## src/hawk_pkg.sv

```systemverilog
/*
 * hawk shared definitions
 * word and address widths, region bases, controller states
 * and the two decodings of a dram word
 */
package hawk_pkg;

    // dram geometry
    localparam int ADDR_W = 16;
    localparam int DATA_W = 32;

    // region bases, word addresses
    localparam logic [ADDR_W-1:0] ATT_BASE  = 16'h0000;
    localparam logic [ADDR_W-1:0] LIST_BASE = 16'h0100;

    // control unit states
    typedef enum logic [1:0] {
        IDLE   = 2'd0,
        ACTIVE = 2'd1,
        DRAIN  = 2'd2
    } hawk_state_e;

    // att entry view
    typedef struct packed {
        logic        valid;
        logic [14:0] rsvd;
        logic [15:0] page_idx;
    } hawk_att_t;

    // free list entry view
    typedef struct packed {
        logic        last;
        logic [14:0] rsvd;
        logic [15:0] next_ptr;
    } hawk_list_t;

    // one dram word, read as att or list entry by region
    typedef union packed {
        hawk_att_t  att;
        hawk_list_t lst;
    } hawk_word_u;

endpackage

```

## src/hawk_ctrl_unit.sv

```systemverilog
/*
 * hawk control unit
 * boot order for att and free list init, cpu hold,
 * and free list rebuild with cpu drain
 */
`timescale 1ns/1ns

module hawk_ctrl_unit
    import hawk_pkg::*;
(
    input  logic clk_i,
    input  logic rst_ni,
    // page writer status
    input  logic init_att_done,
    input  logic init_list_done,
    // cpu side
    input  logic cpu_vld_access,
    input  logic rebuild_req,
    // page writer control
    output logic init_att,
    output logic init_list,
    output logic hold_hwk_wr,
    // cpu gate control
    output logic hold_cpu
);

    hawk_state_e p_state;
    hawk_state_e n_state;
    logic        n_init_att;
    logic        n_init_list;
    logic        n_hold_hwk_wr;
    logic        n_hold_cpu;

    //////////////////////////////
    // state and output registers
    //////////////////////////////

    always_ff @(posedge clk_i or negedge rst_ni) begin
        if (!rst_ni) begin
            p_state     <= IDLE;
            // cpu kept off dram until both regions are built
            hold_cpu    <= 1'b1;
            init_att    <= 1'b1;
            init_list   <= 1'b1;
            hold_hwk_wr <= 1'b0;
        end else begin
            p_state     <= n_state;
            hold_cpu    <= n_hold_cpu;
            init_att    <= n_init_att;
            init_list   <= n_init_list;
            hold_hwk_wr <= n_hold_hwk_wr;
        end
    end

    //////////////////////////////
    // next state
    //////////////////////////////

    always_comb begin
        n_state       = p_state;
        n_init_att    = init_att;
        n_init_list   = init_list;
        n_hold_hwk_wr = hold_hwk_wr;
        n_hold_cpu    = hold_cpu;

        case (p_state)
            IDLE: begin
                // att first, list follows on the next cycle
                if (init_att_done) begin
                    n_init_att = 1'b0;
                end
                if (init_list_done) begin
                    n_init_list = 1'b0;
                    n_hold_cpu  = 1'b0;
                    n_state     = ACTIVE;
                end
            end
            ACTIVE: begin
                // rebuild only honored here
                if (rebuild_req) begin
                    n_hold_cpu = 1'b1;
                    n_state    = DRAIN;
                end
            end
            DRAIN: begin
                if (init_list_done) begin
                    // list rebuilt, hand port back to cpu
                    n_init_list   = 1'b0;
                    n_hold_cpu    = 1'b0;
                    n_hold_hwk_wr = 1'b0;
                    n_state       = ACTIVE;
                end else begin
                    // stall writer while a cpu write is still landing
                    n_hold_hwk_wr = cpu_vld_access;
                    if (!cpu_vld_access) begin
                        n_init_list = 1'b1;
                    end
                end
            end
            default: begin
                n_state = IDLE;
            end
        endcase
    end

    //////////////////////////////
    // checks
    //////////////////////////////

    // writer never owns the port while cpu is released
    a_hold_during_init: assert property (
        @(posedge clk_i) disable iff (!rst_ni)
        (init_att || init_list) |-> hold_cpu
    );

    // stray rebuild outside active is ignored
    a_rebuild_ignored: assert property (
        @(posedge clk_i) disable iff (!rst_ni)
        (rebuild_req && p_state != ACTIVE && !init_list_done)
            |=> (p_state == $past(p_state)) && (hold_cpu == $past(hold_cpu))
    );

endmodule

```

## src/hawk_pg_writer.sv

```systemverilog
/*
 * hawk page writer
 * walks the att region, then the free list region,
 * writing one initial word per unstalled cycle
 */
`timescale 1ns/1ns

module hawk_pg_writer
    import hawk_pkg::*;
#(
    parameter int ATT_ENTRIES  = 16,
    parameter int LIST_ENTRIES = 8
) (
    input  logic              clk_i,
    input  logic              rst_ni,
    // control unit levels
    input  logic              init_att,
    input  logic              init_list,
    input  logic              hold_hwk_wr,
    // region complete pulse on the final write
    output logic              init_att_done,
    output logic              init_list_done,
    // dram write request
    output logic              pg_we,
    output logic [ADDR_W-1:0] pg_addr,
    output logic [DATA_W-1:0] pg_wdata
);

    // last entry index of each region
    localparam logic [ADDR_W-1:0] ATT_LAST  = ADDR_W'(ATT_ENTRIES - 1);
    localparam logic [ADDR_W-1:0] LIST_LAST = ADDR_W'(LIST_ENTRIES - 1);

    logic [ADDR_W-1:0] cnt;
    logic              att_sel;
    logic              list_sel;
    logic              cnt_last;
    hawk_word_u        word;

    //////////////////////////////
    // region select
    //////////////////////////////

    // att has priority over list
    // list runs only once init_att drops
    assign att_sel  = init_att;
    assign list_sel = !init_att && init_list;

    // final entry of whichever region is active
    always_comb begin
        cnt_last = 1'b0;
        if (att_sel) begin
            cnt_last = (cnt == ATT_LAST);
        end else if (list_sel) begin
            cnt_last = (cnt == LIST_LAST);
        end
    end

    // one write per cycle unless stalled
    assign pg_we = (att_sel || list_sel) && !hold_hwk_wr;

    assign init_att_done  = pg_we && att_sel && cnt_last;
    assign init_list_done = pg_we && list_sel && cnt_last;

    //////////////////////////////
    // entry counter
    //////////////////////////////

    always_ff @(posedge clk_i or negedge rst_ni) begin
        if (!rst_ni) begin
            cnt <= '0;
        end else if (!att_sel && !list_sel) begin
            // park at the first entry while idle
            cnt <= '0;
        end else if (pg_we) begin
            // wrap between regions
            if (cnt_last) begin
                cnt <= '0;
            end else begin
                cnt <= cnt + ADDR_W'(1);
            end
        end
    end

    //////////////////////////////
    // address and word builder
    //////////////////////////////

    assign pg_addr = (att_sel ? ATT_BASE : LIST_BASE) + cnt;

    always_comb begin
        word = '0;
        if (att_sel) begin
            // att entries start invalid with no page mapped
            word.att.valid    = 1'b0;
            word.att.page_idx = '0;
        end else begin
            // each free page links to its successor
            word.lst.next_ptr = cnt + ADDR_W'(1);
            word.lst.last     = (cnt == LIST_LAST);
        end
    end

    assign pg_wdata = word;

    //////////////////////////////
    // checks
    //////////////////////////////

    // no write while the control unit stalls us
    a_no_we_on_hold: assert property (
        @(posedge clk_i) disable iff (!rst_ni)
        hold_hwk_wr |-> !pg_we
    );

endmodule

```

## src/hawk_cpu_gate.sv

```systemverilog
/*
 * hawk cpu gate
 * grants cpu writes when not held and muxes the single
 * dram write port between cpu and page writer
 */
`timescale 1ns/1ns

module hawk_cpu_gate
    import hawk_pkg::*;
(
    input  logic              clk_i,
    input  logic              rst_ni,
    // control unit
    input  logic              hold_cpu,
    // cpu write request
    input  logic              cpu_req,
    input  logic [ADDR_W-1:0] cpu_addr,
    input  logic [DATA_W-1:0] cpu_wdata,
    // page writer request
    input  logic              pg_we,
    input  logic [ADDR_W-1:0] pg_addr,
    input  logic [DATA_W-1:0] pg_wdata,
    // cpu response
    output logic              cpu_gnt,
    output logic              cpu_vld_access,
    // dram write port
    output logic              mem_we,
    output logic [ADDR_W-1:0] mem_addr,
    output logic [DATA_W-1:0] mem_wdata
);

    logic cpu_wr;

    //////////////////////////////
    // grant
    //////////////////////////////

    // same-cycle grant, cpu holds request until then
    assign cpu_gnt = cpu_req && !hold_cpu;
    assign cpu_wr  = cpu_req && cpu_gnt;

    // completed write, seen by ctrl one cycle later
    always_ff @(posedge clk_i or negedge rst_ni) begin
        if (!rst_ni) begin
            cpu_vld_access <= 1'b0;
        end else begin
            cpu_vld_access <= cpu_wr;
        end
    end

    //////////////////////////////
    // port mux
    //////////////////////////////

    always_comb begin
        if (hold_cpu) begin
            // writer owns the port
            mem_we    = pg_we;
            mem_addr  = pg_addr;
            mem_wdata = pg_wdata;
        end else begin
            mem_we    = cpu_wr;
            mem_addr  = cpu_addr;
            mem_wdata = cpu_wdata;
        end
    end

    // writer and cpu never collide on the port
    a_port_exclusive: assert property (
        @(posedge clk_i) disable iff (!rst_ni)
        !(pg_we && cpu_wr)
    );

endmodule

```

## src/hawk_top.sv

```systemverilog
/*
 * hawk boot and maintenance path
 * control unit, page writer and cpu gate on one dram write port
 */
`timescale 1ns/1ns

module hawk_top
    import hawk_pkg::*;
#(
    parameter int ATT_ENTRIES  = 16,
    parameter int LIST_ENTRIES = 8
) (
    input  logic              clk_i,
    input  logic              rst_ni,
    // maintenance
    input  logic              rebuild_req,
    // cpu write port
    input  logic              cpu_req,
    input  logic [ADDR_W-1:0] cpu_addr,
    input  logic [DATA_W-1:0] cpu_wdata,
    output logic              cpu_gnt,
    // dram write port
    output logic              mem_we,
    output logic [ADDR_W-1:0] mem_addr,
    output logic [DATA_W-1:0] mem_wdata
);

    // ctrl to writer
    logic init_att;
    logic init_list;
    logic hold_hwk_wr;
    logic init_att_done;
    logic init_list_done;

    // ctrl to gate
    logic hold_cpu;
    logic cpu_vld_access;

    // writer to gate
    logic              pg_we;
    logic [ADDR_W-1:0] pg_addr;
    logic [DATA_W-1:0] pg_wdata;

    //////////////////////////////
    // control unit
    //////////////////////////////

    hawk_ctrl_unit u_ctrl (
        .clk_i          (clk_i),
        .rst_ni         (rst_ni),
        .init_att_done  (init_att_done),
        .init_list_done (init_list_done),
        .cpu_vld_access (cpu_vld_access),
        .rebuild_req    (rebuild_req),
        .init_att       (init_att),
        .init_list      (init_list),
        .hold_hwk_wr    (hold_hwk_wr),
        .hold_cpu       (hold_cpu)
    );

    //////////////////////////////
    // page writer
    //////////////////////////////

    hawk_pg_writer #(
        .ATT_ENTRIES  (ATT_ENTRIES),
        .LIST_ENTRIES (LIST_ENTRIES)
    ) u_pg_writer (
        .clk_i          (clk_i),
        .rst_ni         (rst_ni),
        .init_att       (init_att),
        .init_list      (init_list),
        .hold_hwk_wr    (hold_hwk_wr),
        .init_att_done  (init_att_done),
        .init_list_done (init_list_done),
        .pg_we          (pg_we),
        .pg_addr        (pg_addr),
        .pg_wdata       (pg_wdata)
    );

    //////////////////////////////
    // cpu gate
    //////////////////////////////

    hawk_cpu_gate u_cpu_gate (
        .clk_i          (clk_i),
        .rst_ni         (rst_ni),
        .hold_cpu       (hold_cpu),
        .cpu_req        (cpu_req),
        .cpu_addr       (cpu_addr),
        .cpu_wdata      (cpu_wdata),
        .pg_we          (pg_we),
        .pg_addr        (pg_addr),
        .pg_wdata       (pg_wdata),
        .cpu_gnt        (cpu_gnt),
        .cpu_vld_access (cpu_vld_access),
        .mem_we         (mem_we),
        .mem_addr       (mem_addr),
        .mem_wdata      (mem_wdata)
    );

endmodule

```

## config.mk

```make
export PLATFORM = sky130hd
export DESIGN_NAME = hawk_top
export DESIGN_NICKNAME = d
export VERILOG_FILES = /design/src/hawk_pkg.sv /design/src/hawk_ctrl_unit.sv /design/src/hawk_pg_writer.sv /design/src/hawk_cpu_gate.sv /design/src/hawk_top.sv
export SDC_FILE = /design/constraint.sdc
export NUM_CORES = 1
export LEC_CHECK = 0
export BUFFER_PORTS_ARGS = -buffer_cell sky130_fd_sc_hd__clkbuf_2
export CAP_MARGIN = 20
export CORE_MARGIN = 2
export CORE_UTILIZATION = 35
export CTS_BUF_LIST = sky130_fd_sc_hd__clkbuf_16
export CTS_CLUSTER_SIZE = 16
export DETAILED_ROUTE_END_ITERATION = 8
export PLACE_DENSITY = 0.7
export SLEW_MARGIN = 20
export SYNTH_ARGS = -nofsm -noshare
export SYNTH_HDL_FRONTEND = slang
export SYNTH_SLANG_ARGS = --single-unit
```

## constraint.sdc

```tcl
create_clock -name clk_i -period 1.8 [get_ports clk_i]
set_input_delay 0.45 -clock clk_i [delete_from_list [all_inputs] [get_ports clk_i]]
set_output_delay 0.45 -clock clk_i [all_outputs]
set_load 0.02 [all_outputs]
```

=== Word-level counts from Yosys, hierarchy flattened ===
Index checks and enable logic that the tools add are counted.

* Register bits after elaboration: 23
* Logic and storage cells: 61

* Add/sub/neg operators: 2
* Eq/ne operators: 8
* Muxes and demuxes: 21
* Reduce and logical (&&, ||, !) cells: 23

{| class="wikitable"
|+ Operator list
! kind !! count
|-
| $mux W16 || 5
|-
| $mux W32 || 1
|-
| $add A16 B1 Y16 const B || 1
|-
| $add A16 B16 Y16 || 1
|-
| $eq A16 B3 Y1 const B || 1
|-
| $eq A16 B4 Y1 const B || 1
|-
| $logic_and A1 B1 Y1 || 9
|-
| $mux W1 || 9
|-
| $mux W9 || 1
|-
| $reduce_and A3 Y1 || 2
|-
| $reduce_bool A2 Y1 || 3
|-
| $logic_not A1 Y1 || 4
|-
| $mux W2 || 2
|-
| $ne A2 B2 Y1 const B || 2
|-
| $pmux W1 S2 || 2
|-
| $pmux W2 S2 || 1
|-
| $reduce_and A2 Y1 || 2
|-
| $ne A3 B3 Y1 const B || 1
|-
| $eq A2 B1 Y1 const B || 1
|-
| $eq A2 B2 Y1 const B || 1
|-
| $logic_not A2 Y1 || 1
|-
| $ne A2 B1 Y1 const B || 1
|-
| $reduce_or A2 Y1 || 1
|-
| $logic_or A1 B1 Y1 || 1
|}

=== Longest topological paths before layout ===
* Depth in word-level cells: 8
* Gate-level depth with buffers: 7

=== By module ===
Synthesis repeated with hierarchy kept, for this count alone.

* Cell total of the unflattened synthesis: 277
* Area total of the unflattened synthesis: 2712.6 sq um

{| class="wikitable"
|+ Modules (own cells, without submodules)
! module !! instances !! cells each !! area each (sq um) !! seq. area each (sq um)
|-
| hawk_pg_writer || 1 || 199 || 1574.0 || 400.4
|-
| hawk_cpu_gate || 1 || 57 || 878.3 || 25.0
|-
| hawk_ctrl_unit || 1 || 21 || 260.2 || 153.9
|}

=== Least setup slack after synthesis ===
Ideal clock, no wire load.

* Path kind: register -> output
* Start point: register u_pg_writer.cnt[0]
* End point: output mem_wdata[14]
* Data arrival time: 1.749 ns
* Required time: 1.350 ns
* Setup slack: -0.399 ns
* Stages on the path, launching flop included: 6
* Cells stage by stage: dfrtp_1 > ha_1 > nand3_1 > nor4_1 > xnor2_1 > o22ai_1

* Longest elaborated chain between the ends: 3

{| class="wikitable"
|+ Ends and longest elaborated chain
! what !! line !! text
|-
| start: declaration || hawk_pg_writer.sv:33 || <nowiki>logic [ADDR_W-1:0] cnt;</nowiki>
|-
| start signal: assignment || hawk_pg_writer.sv:79 || <nowiki>cnt <= cnt + ADDR_W'(1);</nowiki>
|-
| $add A16 B1 Y16 || hawk_pg_writer.sv:98 || <nowiki>word.lst.next_ptr = cnt + ADDR_W'(1);</nowiki>
|-
| $mux W16 || hawk_pg_writer.sv:92 || <nowiki>if (att_sel) begin</nowiki>
|-
| $mux W32 || hawk_cpu_gate.sv:56 || <nowiki>if (hold_cpu) begin</nowiki>
|-
| end: declaration || hawk_top.sv:25 || <nowiki>output logic [DATA_W-1:0] mem_wdata</nowiki>
|}

Every way passes these cells.

=== Final worst setup path ===
* Start point: register u_pg_writer.cnt[3]
* End point: output mem_wdata[11]

The elaborated chain is that of the path after synthesis.

==> results.md <==
- Clock Sink Count: 23
- Longest Clk Path Bufs: 2
- Yosys warns: 0
- Layout overhead on the synthesized area: 114%
- Internal: roughly 2.9 mW
- Vias in the first global route: around 2400
- Top Ports: between 100 and 150
- Relative slew slack: around three fifths
- Routed length per instance: 16.3 um
- Antenna Nets Post-Route: 0
- Worst Setup Path Type: reg -> out
- Setup tns final: -9190 ps
- Initial antenna violation count: 0
- Clk root buf: clkbuf_16
- DRC: 0
- Outcome: finished, violations left
- Fillers: approximately 320
- Drt initial violations: 185
- Hold_buf cts: 0
- Post-Route WL: 8320 um
- Mux contribution to synthesized area: under 10%
- Layout cells sized above 1: ~68%
- Clock network power share: under 10%
- VDD IR max: ~0.82 mV
- Die width: 80.8 um
- Total Power: 5.14 mW
- Inserted Clock Buffers: 3
- Netlist cell types: 44
- Drt first pass iters: 6
- Avg Cell Area, Syn: between 7 and 8 um^2
- H-tree levels: 1
- Fin. Hold Viols: 0
- Core area: roughly 0.0056 mm^2
- Post-synthesis sequential element count: 23
- Total congestion overflow: 0
- Clock skew: between 4 and 5 ps
- Mapped Cells: 270
- CTS tree: yes
- Type of origin of the critical path: register
- Post-Syn Nets: between 300 and 400
- Number of setup violations in the final report: 53
- Total number of vias: between 2000 and 3000
- Setup crit end kind: primary output
- Most common cell after layout, fill and taps aside: buf_4
- Number of synthesized flops with an enable pin: 0
- Rows: 27
- Main combinational cell family by area after synthesis: simple AND/OR/NAND/NOR gates
- Critical Path AT: around 1800 ps
- Hold WC Path Type: in -> async
- Worst skew pair latency: about 260 ps
- Worst-margin pin slew: ~610 ps
- Fin crit share: 126%
- Xor/xnor share of the synthesized area: 8.50%
- Die height: ~80 um
- Sw Share: a little over two fifths
- Sequential share of the synthesized area: about 28%
- Fmax: between 400 and 500 MHz
- # diodes: 0
- Max_cap viols: 0
- Final worst path period need: roughly 2300 ps
- Compound-cell area share of the yosys netlist: between 10% and 20%
- Starting Density: 36.8%
- PortBufs: approximately 100
- Adder-Cell Fraction of Synth Area: about 1.8%
- Post-DP HPWL: ~4900 um
- Unrepaired setup endpoints after global routing: yes
- Worst R2R Path Depth: 6
- Clk slew on worst S/H paths: around 60 ps
- Dominant synthesized flop cell: dfrtp_1
- Area share of and/or/nand/nor cells after synthesis: between 30% and 40%
- First-pass GRT wire length: 11200 um
- Most frequent cells in the layout: buf_4 (60), clkbuf_2 (56), buf_6 (42)
- Largest net degree at the start of global routing: 24
- Total GRT Usage: around 22%
- Comb power frac: between 70% and 80%
- Worst Path Max Fanout: 3
- Top cells by area, synth: dfrtp_1 (24%), mux2_2 (5.5%), nand3_1 (5.3%)
- Vias per inst: 5.18
- Top cell type's share of synthesized area: between 20% and 30%
- Net Switching: about 2.2 mW
- Post-Syn Area: slightly above 0.002 mm^2
- Pwr Density: ~1200 mW/mm^2
- Cell taking the most area after synthesis: dfrtp_1
- Asr flop ratio synth: 100%
- Reg power frac: between 10% and 20%
- GP Congestion: 0.888
- Final Worst Setup Slack: -469 ps
- Fin nets: 493
- Failing checks: setup timing
- Die ar.: around 0.0065 mm^2
- Lkg Pwr: between 2 and 2.5 nW
- CP Data Required Time: 1350 ps
- Final slew viol count: 0
## per-stage QoR
| stage | util [%] | hold slack [ps] | setup WS [ps] | area (um^2) | cells |
|---|---|---|---|---|---|
| floorplan | - | 154 | -104 | 2240 | 270 |
| global placement | 55.6 | 471 | -202 | 3120 | 473 |
| detailed placement | 55.6 | 482 | -224 | 3120 | 473 |
| CTS | 67.6 | 204 | -438 | 3790 | 499 |
| global route | 78.8 | 233 | -486 | 4420 | 509 |
| finish | 78.8 | 192 | -469 | 4420 | 509 |
## cell families (layout without fill, tap and decap cells)
family          count (synthesis)  after routing
simple gates                  125            125
buf+inv                        45            212
compound gates                 43             43
flops                          23             23
xor+xnor                       20             20
mux                            11             11
fa+ha+maj                       3              3
## routing by layer
metal / track usage [%] / vias up / part of all wire (%)
met4: 4.41 / 0 / 1.1
met1: 29.0 / 1246 / 39
met3: 2.11 / 10 / 6.7
met5: 0 / - / 0
met2: 39.4 / 113 / 53
li1: - / 1270 / -
## Yosys cell counts (all sizes together) (3+ instances only)
master  number
nand4        8
nand2       25
nor4        10
o22ai       17
ha           3
or3          3
a21oi        8
clkbuf       9
buf         15
xor2        10
nor2        20
dfstp        3
mux2        10
xnor2       10
o21ai        6
nand3b       5
and3         4
inv         21
dfrtp       20
nand3       22
a221o        3
nor2b       17
## registers in the layout, indices dropped and copies added, names as in the netlist
register and flops:
u_cpu_gate.cpu_vld_access 1, u_ctrl.init_list 1, u_ctrl.p_state 2, u_ctrl.hold_cpu 1, u_ctrl.hold_hwk_wr 1, u_pg_writer.cnt 16
u_ctrl.init_att 1
## power by group through the flow
stage                     Clock [mW]  Sequential, mW  Combinational [mW]
after global routing           0.518           0.800                4.08
after global placement             0           0.747                2.30
final                          0.491           0.785                3.86
after floorplan                    0           0.731                1.49
after CTS                      0.491           0.768                3.07
after detailed placement           0           0.758                2.33
## worst max-delay path, stage by stage, from the launching register on
cell and delay [ps]:
dfrtp_1 420, nand4_4 150, or4_4 550, xor2_1 160
o22ai_2 100, clkbuf_8 170
## timing repair
action	in CTS	in global routing
setup endpoints to repair	40	62
cloned	4	2
gates resized for setup	86	157
buffers inserted	20	11
pin swaps	29	31
## path summary, 6_finish.rpt
path,start,to,slack (ps)
max in group asynchronous,rst_ni,u_pg_writer.cnt[10]$_DFFE_PN0P_,1170
min reg2reg,u_ctrl.p_state[1]$_DFFE_PN0P_,u_ctrl.p_state[1]$_DFFE_PN0P_,520
max reg2reg,u_pg_writer.cnt[3]$_DFFE_PN0P_,u_pg_writer.cnt[5]$_DFFE_PN0P_,-50
min in group clk_i,cpu_req,u_cpu_gate.cpu_vld_access$_DFF_PN0_,430
max,u_pg_writer.cnt[3]$_DFFE_PN0P_,mem_wdata[11],-470
min,rst_ni,u_pg_writer.cnt[14]$_DFFE_PN0P_,190
## layout make-up
type                    instances  area (um^2)  area share (%)
clock buffers                   3         75.1            1.70
clock inverters                 1         5.00           0.113
inverters                      21         78.8            1.78
multi-input cells             202         1900            43.0
flip-flops and latches         23          591            13.4
well taps                      72         90.1            2.04
repair buffers                187         1680            38.0
Power figures use the tool's default switching activity.
